$ cat src/source/mips_ctrl_pkg.sv
// Shared types for the MIPS-style decode stage
// Opcodes, functs, ALU classes and operations, result select and the control word
package mips_ctrl_pkg;

    typedef enum logic [5:0] {
        OP_RTYPE = 6'b000000,
        OP_J     = 6'b000010,
        OP_BEQ   = 6'b000100,
        OP_BNE   = 6'b000101,
        OP_ADDI  = 6'b001000,
        OP_ADDIU = 6'b001001,
        OP_SLTI  = 6'b001010,
        OP_SLTIU = 6'b001011,
        OP_ANDI  = 6'b001100,
        OP_ORI   = 6'b001101,
        OP_XORI  = 6'b001110,
        OP_LUI   = 6'b001111,
        OP_LW    = 6'b100011,
        OP_SW    = 6'b101011
    } opcode_t;

    typedef enum logic [5:0] {
        F_NOOP  = 6'b000000,
        F_SRL   = 6'b000010,
        F_SRA   = 6'b000011,
        F_MFHI  = 6'b010000,
        F_MFLO  = 6'b010010,
        F_MULT  = 6'b011000,
        F_MULTU = 6'b011001,
        F_ADD   = 6'b100000,
        F_ADDU  = 6'b100001,
        F_SUB   = 6'b100010,
        F_SUBU  = 6'b100011,
        F_AND   = 6'b100100,
        F_OR    = 6'b100101,
        F_XOR   = 6'b100110,
        F_NOR   = 6'b100111,
        F_SLT   = 6'b101010,
        F_SLTU  = 6'b101011
    } funct_t;

    // SLL shares its encoding with NOOP, the main decoder claims it first
    localparam funct_t F_SLL = F_NOOP;

    typedef enum logic [2:0] {
        MID_ADD   = 3'b000,
        MID_SLTU  = 3'b001,
        MID_AND   = 3'b010,
        MID_OR    = 3'b011,
        MID_XOR   = 3'b100,
        MID_SLT   = 3'b101,
        MID_SUB   = 3'b110,
        MID_FUNCT = 3'b111     // Let the funct pick the operation
    } alu_mid_t;

    typedef enum logic [3:0] {
        ALU_ADD  = 4'd0,
        ALU_SUB  = 4'd1,
        ALU_AND  = 4'd2,
        ALU_OR   = 4'd3,
        ALU_XOR  = 4'd4,
        ALU_NOR  = 4'd5,
        ALU_SLT  = 4'd6,
        ALU_SLTU = 4'd7,
        ALU_SLL  = 4'd8,
        ALU_SRL  = 4'd9,
        ALU_SRA  = 4'd10,
        ALU_NONE = 4'd15
    } alu_op_t;

    typedef enum logic [1:0] {
        OUT_ALU = 2'b00,
        OUT_LUI = 2'b01,
        OUT_LO  = 2'b10,
        OUT_HI  = 2'b11
    } out_sel_t;

    typedef struct packed {
        logic     reg_write;   // 15
        logic     reg_dst;     // 14
        logic     alu_src_a;   // 13
        alu_mid_t alu_mid;     // 12:10
        logic     mem_write;   // 9
        logic     mem_to_reg;  // 8
        logic     beq;         // 7
        logic     bne;         // 6
        logic     jump;        // 5
        logic     se_ze;       // 4
        out_sel_t out_select;  // 3:2
        logic     start_mult;  // 1
        logic     mult_sign;   // 0
    } ctrl_word_t;

endpackage
$ cat src/source/instr_if.sv
// Captured instruction fields shared by the decode stage blocks
interface instr_if;

    logic       valid;    // Fields below hold only while high
    logic [5:0] op_code;  // Raw opcode bits
    logic [5:0] funct;
    logic [4:0] rt;
    logic [4:0] rd;

    modport capture (
        output valid,
        output op_code,
        output funct,
        output rt,
        output rd
    );

    modport decode (
        input valid,
        input op_code,
        input funct,
        input rt,
        input rd
    );

endinterface

$ cat src/source/control_unit.sv
// Control unit decode stage top
// Capture, main and ALU decode, then issue, two cycles from strobe to result
module control_unit import mips_ctrl_pkg::*; (
    input  logic        clk,
    input  logic        arst_n,
    input  logic        instr_valid,
    input  logic [31:0] instr,
    output logic        ctrl_valid,
    output logic        reg_write,
    output logic        reg_dst,
    output logic        alu_src_a,
    output logic        mem_write,
    output logic        mem_read,
    output logic        mem_to_reg,
    output logic        beq,
    output logic        bne,
    output logic        jump,
    output logic        se_ze,
    output logic        start_mult,
    output logic        mult_sign,
    output out_sel_t    out_select,
    output alu_op_t     alu_op,
    output logic [4:0]  dest_reg,
    output logic        illegal
);

    ctrl_word_t ctrl;          // Combinational decode
    ctrl_word_t ctrl_q;        // Issued word
    logic       op_illegal;
    logic       funct_illegal;
    alu_op_t    alu_op_d;

    instr_if u_instr_if ();

    instr_capture u_capture (
        .clk         (clk),
        .arst_n      (arst_n),
        .instr_valid (instr_valid),
        .instr       (instr),
        .instr_o     (u_instr_if.capture)
    );

    main_decoder u_main_dec (
        .instr      (u_instr_if.decode),
        .ctrl       (ctrl),
        .op_illegal (op_illegal)
    );

    alu_decoder u_alu_dec (
        .instr         (u_instr_if.decode),
        .alu_mid       (ctrl.alu_mid),
        .alu_op        (alu_op_d),
        .funct_illegal (funct_illegal)
    );

    ctrl_issue u_issue (
        .clk           (clk),
        .arst_n        (arst_n),
        .instr         (u_instr_if.decode),
        .ctrl          (ctrl),
        .op_illegal    (op_illegal),
        .alu_op        (alu_op_d),
        .funct_illegal (funct_illegal),
        .ctrl_valid    (ctrl_valid),
        .ctrl_q        (ctrl_q),
        .mem_read      (mem_read),
        .alu_op_q      (alu_op),
        .dest_reg      (dest_reg),
        .illegal       (illegal)
    );

    // Flatten the issued word onto the pins
    assign reg_write  = ctrl_q.reg_write;
    assign reg_dst    = ctrl_q.reg_dst;
    assign alu_src_a  = ctrl_q.alu_src_a;
    assign mem_write  = ctrl_q.mem_write;
    assign mem_to_reg = ctrl_q.mem_to_reg;
    assign beq        = ctrl_q.beq;
    assign bne        = ctrl_q.bne;
    assign jump       = ctrl_q.jump;
    assign se_ze      = ctrl_q.se_ze;
    assign start_mult = ctrl_q.start_mult;
    assign mult_sign  = ctrl_q.mult_sign;
    assign out_select = ctrl_q.out_select;

endmodule

$ cat src/source/ctrl_issue.sv
// Control issue register
// Latches the decoded control, ALU operation and destination index, pulses ctrl_valid
module ctrl_issue import mips_ctrl_pkg::*; (
    input  logic       clk,
    input  logic       arst_n,
    instr_if.decode    instr,
    input  ctrl_word_t ctrl,
    input  logic       op_illegal,
    input  alu_op_t    alu_op,
    input  logic       funct_illegal,
    output logic       ctrl_valid,
    output ctrl_word_t ctrl_q,
    output logic       mem_read,
    output alu_op_t    alu_op_q,
    output logic [4:0] dest_reg,
    output logic       illegal
);

    logic       illegal_d;
    ctrl_word_t ctrl_d;

    // Squash every side effect of an illegal instruction
    always_comb begin
        illegal_d = op_illegal | funct_illegal;
        ctrl_d    = ctrl;
        if (illegal_d) begin
            ctrl_d.reg_write  = 1'b0;
            ctrl_d.mem_write  = 1'b0;
            ctrl_d.start_mult = 1'b0;
            ctrl_d.beq        = 1'b0;
            ctrl_d.bne        = 1'b0;
            ctrl_d.jump       = 1'b0;
        end
    end

    always_ff @(posedge clk or negedge arst_n) begin
        if (!arst_n) begin
            ctrl_valid <= 1'b0;
            ctrl_q     <= '0;
            mem_read   <= 1'b0;
            alu_op_q   <= ALU_ADD;  // Encoding zero
            dest_reg   <= 5'd0;
            illegal    <= 1'b0;
        end else begin
            ctrl_valid <= instr.valid;
            if (instr.valid) begin
                ctrl_q   <= ctrl_d;
                illegal  <= illegal_d;
                mem_read <= !illegal_d && !ctrl_d.mem_write;
                alu_op_q <= alu_op;
                dest_reg <= ctrl_d.reg_dst ? instr.rd : instr.rt;  // R-type writes rd
            end
        end
    end

endmodule

$ cat src/source/alu_decoder.sv
// ALU decoder
// Maps the coarse ALU class, and the funct for R-type, to a concrete ALU operation
module alu_decoder import mips_ctrl_pkg::*; (
    instr_if.decode  instr,
    input  alu_mid_t alu_mid,
    output alu_op_t  alu_op,
    output logic     funct_illegal
);

    always_comb begin
        alu_op        = ALU_NONE;
        funct_illegal = 1'b0;

        case (alu_mid)
            MID_ADD:  alu_op = ALU_ADD;
            MID_SUB:  alu_op = ALU_SUB;
            MID_AND:  alu_op = ALU_AND;
            MID_OR:   alu_op = ALU_OR;
            MID_XOR:  alu_op = ALU_XOR;
            MID_SLT:  alu_op = ALU_SLT;
            MID_SLTU: alu_op = ALU_SLTU;
            MID_FUNCT: begin
                case (funct_t'(instr.funct))
                    F_SLL:          alu_op = ALU_SLL;
                    F_SRL:          alu_op = ALU_SRL;
                    F_SRA:          alu_op = ALU_SRA;
                    F_ADD, F_ADDU:  alu_op = ALU_ADD;  // Overflow trap not modelled
                    F_SUB, F_SUBU:  alu_op = ALU_SUB;
                    F_AND:          alu_op = ALU_AND;
                    F_OR:           alu_op = ALU_OR;
                    F_XOR:          alu_op = ALU_XOR;
                    F_NOR:          alu_op = ALU_NOR;
                    F_SLT:          alu_op = ALU_SLT;
                    F_SLTU:         alu_op = ALU_SLTU;
                    default: begin
                        alu_op        = ALU_NONE;
                        funct_illegal = 1'b1;
                    end
                endcase
            end
            default: alu_op = ALU_NONE;
        endcase
    end

endmodule

$ cat src/source/main_decoder.sv
// Main decoder
// Turns opcode and funct into the control word, flagging unsupported opcodes
module main_decoder import mips_ctrl_pkg::*; (
    instr_if.decode    instr,
    output ctrl_word_t ctrl,
    output logic       op_illegal
);

    always_comb begin
        ctrl       = '0;  // Don't-cares resolve to zero
        op_illegal = 1'b0;

        case (opcode_t'(instr.op_code))
            OP_RTYPE: begin
                case (funct_t'(instr.funct))
                    F_NOOP: begin
                        ctrl = '0;
                    end
                    F_MFHI: begin
                        ctrl.reg_write  = 1'b1;
                        ctrl.reg_dst    = 1'b1;
                        ctrl.out_select = OUT_HI;
                    end
                    F_MFLO: begin
                        ctrl.reg_write  = 1'b1;
                        ctrl.reg_dst    = 1'b1;
                        ctrl.out_select = OUT_LO;
                    end
                    F_MULT: begin
                        ctrl.out_select = OUT_LO;
                        ctrl.start_mult = 1'b1;
                        ctrl.mult_sign  = 1'b1;  // Signed multiply
                    end
                    F_MULTU: begin
                        ctrl.reg_write  = 1'b1;
                        ctrl.reg_dst    = 1'b1;
                        ctrl.out_select = OUT_LO;
                        ctrl.start_mult = 1'b1;
                    end
                    default: begin
                        ctrl.reg_write = 1'b1;
                        ctrl.reg_dst   = 1'b1;
                        ctrl.alu_mid   = MID_FUNCT;  // ALU decoder checks funct
                    end
                endcase
            end
            OP_J: begin
                ctrl.alu_mid = MID_SUB;
                ctrl.jump    = 1'b1;
            end
            OP_BEQ: begin
                ctrl.alu_mid = MID_SUB;  // Compare by subtraction
                ctrl.beq     = 1'b1;
            end
            OP_BNE: begin
                ctrl.alu_mid = MID_SUB;
                ctrl.bne     = 1'b1;
            end
            OP_ADDI, OP_ADDIU, OP_SLTI, OP_SLTIU, OP_ANDI, OP_ORI, OP_XORI: begin
                ctrl.reg_write = 1'b1;
                ctrl.alu_src_a = 1'b1;
                case (opcode_t'(instr.op_code))
                    OP_SLTI:  ctrl.alu_mid = MID_SLT;
                    OP_SLTIU: ctrl.alu_mid = MID_SLTU;
                    OP_ANDI:  ctrl.alu_mid = MID_AND;
                    OP_ORI:   ctrl.alu_mid = MID_OR;
                    OP_XORI:  ctrl.alu_mid = MID_XOR;
                    default:  ctrl.alu_mid = MID_ADD;
                endcase
                // Logical immediates are zero extended
                ctrl.se_ze = !(opcode_t'(instr.op_code) inside {OP_ANDI, OP_ORI, OP_XORI});
            end
            OP_LUI: begin
                ctrl.reg_write  = 1'b1;
                ctrl.out_select = OUT_LUI;
            end
            OP_LW: begin
                ctrl.reg_write  = 1'b1;
                ctrl.alu_src_a  = 1'b1;
                ctrl.mem_to_reg = 1'b1;
                ctrl.se_ze      = 1'b1;
            end
            OP_SW: begin
                ctrl.alu_src_a = 1'b1;
                ctrl.mem_write = 1'b1;
                ctrl.se_ze     = 1'b1;
            end
            default: begin
                op_illegal = 1'b1;  // Word stays all zero
            end
        endcase
    end

endmodule

$ cat src/source/instr_capture.sv
// Instruction capture
// Registers the incoming word on its strobe and splits out the decode fields
module instr_capture (
    input  logic           clk,
    input  logic           arst_n,
    input  logic           instr_valid,
    input  logic [31:0]    instr,
    instr_if.capture       instr_o
);

    logic        valid_q;
    logic [31:0] instr_q;

    always_ff @(posedge clk or negedge arst_n) begin
        if (!arst_n) begin
            valid_q <= 1'b0;
        end else begin
            valid_q <= instr_valid;  // One cycle strobe follows the input
        end
    end

    always_ff @(posedge clk) begin
        if (instr_valid) begin
            instr_q <= instr;
        end
    end

    // MIPS field layout
    assign instr_o.valid   = valid_q;
    assign instr_o.op_code = instr_q[31:26];
    assign instr_o.rt      = instr_q[20:16];
    assign instr_o.rd      = instr_q[15:11];
    assign instr_o.funct   = instr_q[5:0];

endmodule

$ cat config.mk
export PLATFORM = sky130hd
export DESIGN_NAME = control_unit
export DESIGN_NICKNAME = d
export VERILOG_FILES = /design/src/source/mips_ctrl_pkg.sv /design/src/source/instr_if.sv /design/src/source/control_unit.sv /design/src/source/ctrl_issue.sv /design/src/source/alu_decoder.sv /design/src/source/main_decoder.sv /design/src/source/instr_capture.sv
export SDC_FILE = /design/constraint.sdc
export NUM_CORES = 1
export LEC_CHECK = 0
export BUFFER_PORTS_ARGS = -buffer_cell sky130_fd_sc_hd__buf_2
export CORE_MARGIN = 1
export CORE_UTILIZATION = 35
export DETAILED_ROUTE_END_ITERATION = 10
export PLACE_DENSITY = 0.68
export SLEW_MARGIN = 20
export SYNTH_ARGS = -nofsm -noshare
export SYNTH_HDL_FRONTEND = slang
export SYNTH_SLANG_ARGS = --single-unit
$ cat constraint.sdc
create_clock -name clk -period 1.9 [get_ports clk]
set_clock_uncertainty 0.15 [all_clocks]
set_input_delay 0.38 -clock clk [delete_from_list [all_inputs] [get_ports clk]]
set_output_delay 0.38 -clock clk [all_outputs]
set_load 0.01 [all_outputs]
### Yosys cells after proc, flatten, opt, wreduce, memory -nomap -nowiden

Cells that the tools add are included.
W data, S select, Z words.

* bits in registers: 58
* bits of input ports: 35
* output and inout bits: 25
* logic and storage cells: 105

* equal/unequal tests: 36
* muxes and demuxes: 28
* bitwise gates (word level): 1
* reductions and logical operators: 21

Operators by type and width (number)
* $eq A6 B6 Y1 const B: 12
* $eq A6 B4 Y1 const B: 8
* $pmux W4 S11: 1
* $pmux W4 S8: 1
* $eq A6 B5 Y1 const B: 4
* $eq A6 B2 Y1 const B: 3
* $reduce_or A9 Y1: 2
* $mux W1: 15
* $pmux W3 S5: 1
* $reduce_or A14 Y1: 1
* $reduce_or A13 Y1: 1
* $eq A3 B3 Y1 const B: 4
* $eq A6 B3 Y1 const B: 2
* $logic_not A6 Y1: 2
* $reduce_or A2 Y1: 5
* $pmux W3 S3: 1
* $pmux W2 S2: 2
* $reduce_or A7 Y1: 1
* $eq A3 B2 Y1 const B: 2
* $mux W3: 2
* $reduce_or A3 Y1: 2
* $mux W5: 1
* $reduce_or A5 Y1: 1
* $mux W2: 2
* 7 further kinds: 10

### Logic depth before layout (Yosys ltp)

Gate-level depths: netlist of the first run.

* depth in word-level cells: 10
* depth in mapped cells: 6
* depth with buffers taken out: 5

### Cells and area by module

From an unflattened synthesis of the first run, not the netlist that was laid out.

* cells, all modules: 207
* area, all modules: 2426.1 µm²

By module, submodules not included
* ctrl_issue: instances 1, cells each 85, area each 1107.3 µm², sequential area each 700.7 µm²
* instr_capture: instances 1, cells each 23, area each 685.7 µm², sequential area each 685.7 µm²
* main_decoder: instances 1, cells each 57, area each 389.1 µm², sequential area each 0.0 µm²
* alu_decoder: instances 1, cells each 42, area each 244.0 µm², sequential area each 0.0 µm²

### Worst setup path before layout of the first run

No wires, ideal clock.

* kind: register to register
* start: register u_capture.instr_q[26]
* end: register u_issue.alu_op_q[2]
* library setup time: 0.122 ns
* data arrival time: 1.721 ns
* data required time: 1.628 ns
* path slack: -0.092 ns
* cell stages (with the launch flop): 7
* buffers on the path: 1
* clock period less this slack: 1.992 ns
* path through: edfxtp_1 > buf_6 > nor3_4 > and3b_4 > o31ai_2 > or4_1 > a32o_1

* word-level cells in the longest chain between the ends: 5
* elaborated cells on any way between the ends: 24
* those cells by class: 17 x eq/ne; 3 x mux; 4 x reduce/logical

Ends and longest elaborated chain
* from (decl): line instr_capture.sv:12 `logic [31:0] instr_q;`
* from (signal assigned): line instr_capture.sv:24 `instr_q <= instr;`
* $eq A6 B4 Y1, or another cell as far along: line main_decoder.sv:13, main_decoder.sv:62
* $pmux W3 S5, or another cell as far along: line main_decoder.sv:62 `case (opcode_t'(instr.op_code))`
* $pmux W3 S3 *: line main_decoder.sv:13 `case (opcode_t'(instr.op_code))`
* $eq A3 B3 Y1, or another cell as far along: line alu_decoder.sv:14 `case (alu_mid)`
* $pmux W4 S8 *: line alu_decoder.sv:14
* to (signal assigned): line ctrl_issue.sv:50 `alu_op_q <= alu_op;`
* to (decl): line ctrl_issue.sv:14 `output alu_op_t alu_op_q,`

Every way passes the cells marked *; elsewhere a longest branch is shown, timed or not.
A chain may end at the register's enable or synchronous reset.

### Worst setup path after layout of the first run

* start: register u_capture.instr_q[28]
* end: register u_issue.alu_op_q[2]

Same word-level chain as after synthesis.

==> run metrics, run 1 <==
Yosys Warn Count 0; Final Hold Viols 0; logic gate share of total power 0.143; total power 2.28 mW; clk sinks 48; CP Capture Type flop; clock buffer count from CTS 5; Via-to-Cell Ratio 4.86; Worst Hold End u_capture.instr_q[5]; routability cong. 0.836; drt wl/cell 13.0 um; Clock Latency Late Sink 0.29 ns; final non-filler cell total 336; Final nets 295; Simple-Gate Fraction of Synth Area 0.159; total core area 5960 um2; Ports 60; first-pass GRT wire length 6.90 mm; outcome finished, final reports clean; vias in the first global route 1495; Inserted Diodes 0; maximum root-to-sink buffer count 2; syn_nets 228; drt drc 0; total global routing overflow 0; fill count 565; Die Y 80.8 um; Worst Reg-to-Reg Cells 5; Antenna Nets Post-Route 0; hold_ws 0.109 ns; main flop type after synthesis dfrtp_1; vias 1633; Worst Setup Slack, final 0.0643 ns; met3 usage 0.0427; Setup violations, final 0; Initial DRC Count 80; post-route cell area 2780 um2; CP arrival 1.87 ns; Post-Syn Area 2170 um2; max_slew headroom 0.606; Reg area 1310 um2; Die Width 80.8 um; min-delay worst type primary input to flop; Worst-Margin Slew 0.590 ns; CP startpoint kind flop; mux cell area share after synthesis 0.0368; switching pwr 0.542 mW; asr flop ratio synth 0.542; htree depth 2; drt pass-1 iters 5; maximum vdd drop 0.000565 V; count of cell types in the netlist 43; Post-synth EDFFs 22; Final Max Tran Viols 0; CTS tree yes; largest family of logic cells by synthesized area simple AND/OR/NAND/NOR gates; footprint of the multi-input gates 791 um2; pre-CTS WS 0.0548 ns; PwrDens 820 nW/um2; Root Buffer clkbuf_8; initial cell density of the core 0.365; reg-to-reg slack, setup 0.06 ns; WL final 4.38 mm; hpwl dp 3.17 mm; Placed Instance Area 2640 um2; initial antenna violation count 0; RSZ-0062 raised after global routing true; compound-gate portion of the synthesized area 0.153; Seq pwr share 0.530; Global Route Usage Sum 0.143; clock share of power 0.328; Fmax achieved 545 MHz; hold_sp instr[5]; Mapped Avg Cell Area 11.3 um2; Setup CP Type flop to flop; register area share after synthesis 0.603; Worst-path clk slew 0.08 ns; leakage 1.26 nW; maxcap violations 0; Post-Synth Adder-Cell Area 0; Post-Synth XOR/XNOR Area 0.00403; Worst Hold Depth 1; RR Endpoint u_issue.alu_op_q[2]; Die ar. 6530 um2; grt met1 use 0.187; # Post-CTS Setup Buffers 0; row count 28; global routing's busiest layer met2; internal power 1.74 mW; Syn Inst Count 193; pin count of the biggest net entering global routing 27; Final min period 1.84 ns; I/O Buffers 49; share of cells above drive strength 1 0.326; Max FO, Critical Path 2; Sw Share 0.238; period utilisation layout 0.966; RR Startpoint u_capture.instr_q[28]; Global Route met2 Usage 0.231; post-synthesis register bit count 48; max FFs per register 22; Layout area overhead 27.9%; Req. time, crit path 1.93 ns; placed insts 327
-- kinds of logic (layout without fill, tap and decap cells) --
kind of cell	count (synthesis)	count (layout)
compound gates	47	47
xor+xnor	1	1
buf+inv	20	88
flops	48	48
mux	8	8
simple gates	69	69
-- synthesized netlist by cell type, types with 2 or more instances --
library cell  instances  area share
dfrtp_1              26        0.30
nor2_1               24       0.041
edfxtp_1             22        0.30
nand2_1              19       0.033
a21oi_1              13       0.030
clkbuf_1              8       0.014
mux2i_1               8       0.037
inv_1                 7       0.012
o21ai_0               7       0.016
o2bb2ai_1             6       0.024
nor2b_1               5       0.014
nand3_1               4      0.0092
o31ai_1               4       0.014
buf_2                 3      0.0069
a21o_1                2      0.0069
a22o_1                2      0.0081
and3_1                2      0.0058
buf_6                 2       0.010
nand2b_1              2      0.0058
nand4_1               2      0.0058
nor3_1                2      0.0046
nor4b_1               2      0.0081
-- timing repair --
action,CTS,global route
endpoints found under the hold margin,26,0
setup endpoints to repair,0,5
resized for setup,0,4
hold buffers,1,0
-- placed cells by master, fill, tap and decap left out, drive strengths merged, types with 2 or more instances in the layout --
cell type,Yosys,routed
nand2,19,19
dfrtp,26,26
nand2b,2,2
edfxtp,22,22
nor4b,2,2
inv,7,7
a22o,2,2
mux2i,8,8
nand3,4,4
clkbuf,8,6
o21ai,7,7
nor3,3,3
o2bb2ai,6,6
a21o,2,2
nand4,2,2
and3,2,2
a21oi,13,13
o31ai,5,5
buf,5,72
nor2,24,24
nor2b,5,5
-- per-stage QoR --
| step | setup TNS, ns | util |
|---|---|---|
| final | 0 | 0.467 |
| after global routing | -0.0289 | 0.467 |
| after CTS | 0 | 0.464 |
| after detailed placement | 0 | 0.443 |
| after global placement | 0 | 0.443 |
| after floorplan | -0.00315 | - |
-- layer usage --
metal,share of wire,vias up
met1,0.47,746
met4,0.011,0
met3,0.053,5
li1,-,831
met2,0.47,51
met5,0,-
-- worst max path at each step --
stage	start	to	slack, ns	cells after the start
after floorplan	u_capture.instr_q[28]	u_issue.alu_op_q[2]	-0.003	6
after global placement	u_capture.instr_q[28]	u_issue.alu_op_q[2]	0.08	5
after detailed placement	u_capture.instr_q[1]	u_issue.mem_read	0.05	6
after CTS	u_capture.instr_q[1]	u_issue.mem_read	0.05	6
after global routing	u_capture.instr_q[0]	u_issue.dest_reg[4]	-0.02	6
final	u_capture.instr_q[28]	u_issue.alu_op_q[2]	0.06	5
-- final cells by class --
class	count	share of cell area
Timing Repair Buffer	73	0.158
Sequential cell	48	0.472
Clock inverter	2	0.0122
Clock buffer	6	0.0297
Inverter	7	0.00946
Tap cell	75	0.0338
Multi-Input combinational cell	125	0.285
-- critical path, cell delays in order, from the launching register on --
cell      delay (ns)
edfxtp_1        0.43
nor3_4          0.22
and3b_4         0.23
o31ai_4         0.08
or4_1           0.40
a32o_1          0.22
-- power by group through the flow --
stage          Clock, mW  Combinational, mW  Sequential, mW
6_report           0.747              0.325            1.21
5_1_grt            0.813              0.361            1.22
4_1_cts            0.779              0.326            1.21
3_5_place_dp           0              0.324            1.23
3_3_place_gp           0              0.317            1.23
2_1_floorplan          0              0.168            1.24
Power figures use the tool's default switching activity.
==> run 2, diff against run 1 <==
- CORE_UTILIZATION: 35 -> 46
- PLACE_DENSITY: 0.68 -> 0.83
- SKIP_CTS_REPAIR_TIMING: not set -> 1
==> run 2 against run 1 <==
Effect of this change:
- the run now ends with design-rule violations left
- first-iteration DRC count increased by 30%
- via count rose by 4.9%
- flip-flop and latch count is the same
- sequential share of layout area rose by 0.11 points
==> run metrics, run 2 (same netlist as run 1, synthesis figures left out) <==
leakage 1.27 nW (was 1.26 nW); Layout area overhead 27.6% (was 27.9%); drt drc 10 (was 0); Final Hold Viols 0 (unchanged); row count 24 (was 28); total power 2.41 mW (was 2.28 mW); initial cell density of the core 0.489 (was 0.365); WL final 4.60 mm (was 4.38 mm); Placed Instance Area 2590 um2 (was 2640 um2); Inserted Diodes 0 (unchanged); clock share of power 0.360 (was 0.328); Clock Latency Late Sink 0.30 ns (was 0.29 ns); total global routing overflow 0 (unchanged); Root Buffer clkbuf_8 (unchanged); Fmax achieved 540 MHz (was 545 MHz); Final Max Tran Viols 0 (unchanged); initial antenna violation count 0 (unchanged); Final min period 1.85 ns (was 1.84 ns); max FFs per register 22 (unchanged); Worst-path clk slew 0.09 ns (was 0.08 ns); Initial DRC Count 104 (was 80); Via-to-Cell Ratio 5.44 (was 4.86); Worst Reg-to-Reg Cells 5 (unchanged); RSZ-0062 raised after global routing true (unchanged); Critical-path top delay cell edfxtp_1 (unchanged); pin count of the biggest net entering global routing 27 (unchanged); maxcap violations 0 (unchanged); CP arrival 1.91 ns (was 1.87 ns); switching pwr 0.569 mW (was 0.542 mW); Setup violations, final 0 (unchanged); Sw Share 0.236 (was 0.238); Seq pwr share 0.501 (was 0.530); CTS tree yes (unchanged); Worst Hold Depth 1 (unchanged); post-route cell area 2770 um2 (was 2780 um2); Die Y 70.7 um (was 80.8 um); Antenna Nets Post-Route 0 (unchanged); Req. time, crit path 1.95 ns (was 1.93 ns); Die Width 70.7 um (was 80.8 um); Max FO, Critical Path 6 (was 2); Ports 60 (unchanged); max_slew headroom 0.590 (was 0.606); most frequent cells in the layout 49 x buf_2, 26 x dfrtp_1, 24 x buf_4 (was 49 x buf_2, 26 x dfrtp_1, 24 x nor2_1); outcome complete, but fails checks (was finished, final reports clean); commonest non-fill, non-tap cell in the layout buf_2 (unchanged); Die ar. 5000 um2 (was 6530 um2); total core area 4440 um2 (was 5960 um2); Crit. path cell count 5 (unchanged); hpwl dp 3.19 mm (was 3.17 mm); share of cells above drive strength 1 0.331 (was 0.326); maximum root-to-sink buffer count 2 (unchanged); Worst path max stage delay 0.51 ns (was 0.43 ns); htree depth 2 (unchanged); clk sinks 48 (unchanged); CP cell instances buf_4 > a21oi_1 > a21oi_1 > or4_1 > a32o_1 (was nor3_4 > and3b_4 > o31ai_4 > or4_1 > a32o_1); CP top delay family flip-flops (was simple AND/OR/NAND/NOR gates); CP startpoint kind flop (unchanged); Crit path buffers/inverters 1 (was 0); crit-path most repeated cell a21oi_1; vias in the first global route 1612 (was 1495); fill count 366 (was 565); maximum vdd drop 0.000615 V (was 0.000565 V); CP Capture Type flop (unchanged); Worst-Margin Slew 0.614 ns (was 0.590 ns); clock buffer count from CTS 5 (unchanged); Setup CP Type flop to flop (unchanged); Global Route Usage Sum 0.191 (was 0.143); internal power 1.84 mW (was 1.74 mW); period utilisation layout 0.975 (was 0.966); logic gate share of total power 0.139 (was 0.143); failing checks design-rule violations; routability cong. 0.809 (was 0.836); first-pass GRT wire length 7.32 mm (was 6.90 mm); drt wl/cell 14.6 um (was 13.0 um); PwrDens 869 nW/um2 (was 820 nW/um2); vias 1713 (was 1633); I/O Buffers 49 (unchanged); drt pass-1 iters 8 (was 5); Final nets 297 (was 295); min-delay worst type primary input to flop (unchanged)
==> run 2: worst reg2reg max path, delay by kind of cell, from the launching register on <==
| kind | cells | cell delay [ns] |
|---|---|---|
| buffers and inverters | 1 | 0.20 |
| and+or+nand+nor | 1 | 0.48 |
| DFF | 1 | 0.51 |
| AOI/OAI and AO/OA | 3 | 0.42 |
==> run 2: power by group through the flow <==
stage	sequential (mW)	combinational [mW]	clock, mW
6_report	1.21	0.335	0.868
3_3_place_gp	1.23	0.308	0
5_1_grt	1.22	0.365	0.924
3_5_place_dp	1.23	0.318	0
4_1_cts	1.21	0.320	0.879
2_1_floorplan	1.24	0.168	0
==> run 2: per-stage QoR <==
step | std cells | setup WS (ns) | hold slack [ns] | TNS (ns) | utilization
2_1_floorplan | 193 | -0.00315 | -0.0656 | -0.00315 | -
3_3_place_gp | 303 | 0.0851 | 0.254 | 0 | 0.583
3_5_place_dp | 303 | 0.0233 | 0.278 | 0 | 0.583
4_1_cts | 311 | 0.00964 | -0.0601 | 0 | 0.613
5_1_grt | 315 | -0.00533 | 0.0823 | -0.00915 | 0.624
6_report | 315 | 0.0480 | 0.0950 | 0 | 0.624
==> run 2: layout make-up <==
cell class              instances  area (um2)  share of cell area
clock inverters                 2        60.1              0.0217
well taps                      52        65.1              0.0235
multi-input cells             125         791               0.285
flip-flops and latches         48        1310               0.473
repair buffers                 75         447               0.161
clock buffers                   6        72.6              0.0262
inverters                       7        26.3             0.00948
==> run 2: path summary, 6_finish.rpt <==
| kind | startpoint | endpoint | slack (ns) |
|---|---|---|---|
| worst max-delay path | u_capture.instr_q[2] | u_issue.alu_op_q[2] | 0.05 |
| min in group asynchronous | arst_n | u_issue.alu_op_q[0] | 0.46 |
| worst max register to register | u_capture.instr_q[2] | u_issue.alu_op_q[2] | 0.05 |
| max in group asynchronous | arst_n | u_issue.ctrl_q[13] | 0.73 |
| worst min-delay path | instr[3] | u_capture.instr_q[3] | 0.09 |
| worst min register to register | u_issue.ctrl_q[14] | u_issue.ctrl_q[14] | 0.34 |
==> run 2: layer usage <==
layer  GRT usage  vias to the layer above  routed length, um
met5           0                        -                  0
met4      0.0867                        0                112
met3      0.0570                       12                287
met2       0.316                       63               2190
met1       0.231                      802               2010
li1            -                      836                  -
==> run 3, diff against run 2 <==
- CORE_UTILIZATION: 46 -> 48
- PLACE_DENSITY: 0.83 -> 0.85
- SYNTH_HIERARCHICAL: not set -> 1
==> run 3 against run 2 <==
Effect of this change:
- the run ends with negative setup slack left
- non-clock buffer count rose by 13
- sequential power about the same
- flip-flop and latch count did not move
- worst hold slack worse by 0.0062 ns
- critical endpoint is now u_issue/alu_op_q[0]
==> run metrics, run 3 <==
failing checks negative setup slack (was design-rule violations); Inserted Diodes 0 (unchanged); placed insts 323 (was 303); Util after Layout 0.675 (was 0.624); RSZ-0062 raised after global routing true (unchanged); reg-to-reg slack, setup -0.54 ns (was 0.05 ns); Fmax achieved 409 MHz (was 540 MHz); Max FO, Critical Path 5 (was 6); row count 24 (unchanged); Setup CP Type flop to flop (unchanged); max_slew headroom 0.626 (was 0.590); period utilisation layout 1.29 (was 0.975); Initial DRC Count 129 (was 104); Final Max Tran Viols 0 (unchanged); hpwl dp 3.45 mm (was 3.19 mm); Worst-path clk slew 0.09 ns (about the same); Worst-Margin Slew 0.561 ns (was 0.614 ns); pin count of the biggest net entering global routing 27 (unchanged); Worst Setup Slack, final -0.542 ns (was 0.0480 ns); leakage 1.35 nW (was 1.27 nW); Req. time, crit path 1.95 ns (about the same); Setup violations, final 12 (was 0); Syn Inst Count 201 (was 193); total global routing overflow 0 (unchanged); initial antenna violation count 0 (unchanged); drt pass-1 iters 7 (was 8); Worst path max stage delay 0.57 ns (was 0.51 ns); Die Y 71.5 um (was 70.7 um); Yosys Warn Count 6 (was 0); Clock Latency Late Sink 0.31 ns (was 0.30 ns); outcome complete, but fails checks (unchanged); CP arrival 2.50 ns (was 1.91 ns); WL final 5.28 mm (was 4.60 mm); footprint of the multi-input gates 981 um2 (was 791 um2); Layout area overhead 31.2% (was 27.6%); clock buffer count from CTS 5 (unchanged); CTS tree yes (unchanged); final non-filler cell total 335 (was 315); syn_nets 236 (was 228); Antenna Nets Post-Route 0 (unchanged); CP startpoint kind flop (unchanged); Final Hold Viols 0 (unchanged); vias 1922 (was 1713); pre-CTS WS -0.478 ns (was 0.0233 ns); Final min period 2.44 ns (was 1.85 ns); Die Width 71.5 um (was 70.7 um); Via-to-Cell Ratio 5.74 (was 5.44); fill count 324 (was 366); Final nets 317 (was 297); most frequent cells in the layout 49 x buf_2, 37 x buf_4, 26 x dfrtp_1 (was 49 x buf_2, 26 x dfrtp_1, 24 x buf_4); drt wl/cell 15.8 um (was 14.6 um); hold_ws 0.0888 ns (was 0.0950 ns); Root Buffer clkbuf_8 (unchanged); Post-Syn Area 2320 um2 (was 2170 um2); drt drc 0 (was 10); total power 2.21 mW (was 2.41 mW); vias in the first global route 1745 (was 1612); Mapped Avg Cell Area 11.5 um2 (was 11.3 um2); I/O Buffers 49 (unchanged); first-pass GRT wire length 7.98 mm (was 7.32 mm); routability cong. 0.899 (was 0.809); max FFs per register 22 (unchanged); htree depth 2 (unchanged); Die ar. 5110 um2 (was 5000 um2); Reg area 1310 um2 (unchanged); commonest non-fill, non-tap cell in the layout buf_2 (unchanged); CP cell instances or4_4 > nor3_4 > o211ai_1 > buf_4 > nand2_2 > a21oi_1 > o21ai_1 > o2111ai_1 > mux2_2 (was buf_4 > a21oi_1 > a21oi_1 > or4_1 > a32o_1); total core area 4500 um2 (was 4440 um2); clk sinks 48 (unchanged); share of cells above drive strength 1 0.459 (was 0.331); maxcap violations 0 (unchanged); Critical-path top delay cell or4_4 (was edfxtp_1); PwrDens 728 nW/um2 (was 869 nW/um2); CP Capture Type flop (unchanged); Global Route Usage Sum 0.205 (was 0.191); min-delay worst type primary input to flop (unchanged); maximum root-to-sink buffer count 2 (unchanged); maximum vdd drop 0.000513 V (was 0.000615 V); Ports 60 (unchanged); initial cell density of the core 0.514 (was 0.489)
run 3: changes by cell type in the layout (fill, tap and decap cells not counted), sizes merged, moves of 5 or more:
cell and delta:
a21oi -5, o31ai -5, o2bb2ai -6, o22ai +7
mux2 +14, nor2 -8, buf +13, inv +8
nand2 -6
run 3: worst paths after layout:
path | end | start | cells past startpoint
worst max-delay path | u_issue/alu_op_q[0] | u_capture/instr_q[1] | 9
max in group asynchronous | u_issue/ctrl_q[4] | arst_n | 2
worst min register to register | u_issue/ctrl_q[3] | u_issue/ctrl_q[3] | 1
worst max register to register | u_issue/alu_op_q[0] | u_capture/instr_q[1] | 9
min in group asynchronous | u_issue/alu_op_q[3] | arst_n | 2
worst min-delay path | u_capture/instr_q[2] | instr[2] | 1
run 3: power breakdown:
| part | total, mW | switching (mW) | internal [mW] |
|---|---|---|---|
| logic | 0.416 | 0.226 | 0.190 |
| clock network | 0.595 | 0.336 | 0.259 |
| registers | 1.20 | 0.0398 | 1.16 |
| total | 2.21 | 0.602 | 1.61 |
run 3: layer usage:
metal	part of all wire	track usage	vias to the layer above	routed length, um
met5	0	0	-	0
met4	0.030	0.100	0	160
met3	0.065	0.0464	25	342
met2	0.50	0.351	109	2640
met1	0.41	0.245	891	2140
li1	-	-	897	-
run 3: metrics by stage:
step | instance area [um2] | setup TNS (ns)
after global placement | 2820 | -5.47
after global routing | 3040 | -5.90
after floorplan | 2330 | -5.13
after detailed placement | 2820 | -6.23
final | 3040 | -5.26
after CTS | 2900 | -6.65
run 3: worst max-delay path, delay by kind of cell, from the launching register on:
family                 cells  cell delay [ns]
multiplexers               1             0.28
flip-flops                 1             0.41
AND/OR/NAND/NOR            3             0.84
AO/OA/AOI/OAI              4             0.45
buffers and inverters      1             0.20
run 3: layout make-up:
cell class / instances / share of cell area
flip-flops and latches: 48 / 0.431
multi-input cells: 125 / 0.323
repair buffers: 88 / 0.179
clock buffers: 6 / 0.0239
well taps: 52 / 0.0214
inverters: 14 / 0.0181
clock inverters: 2 / 0.00370
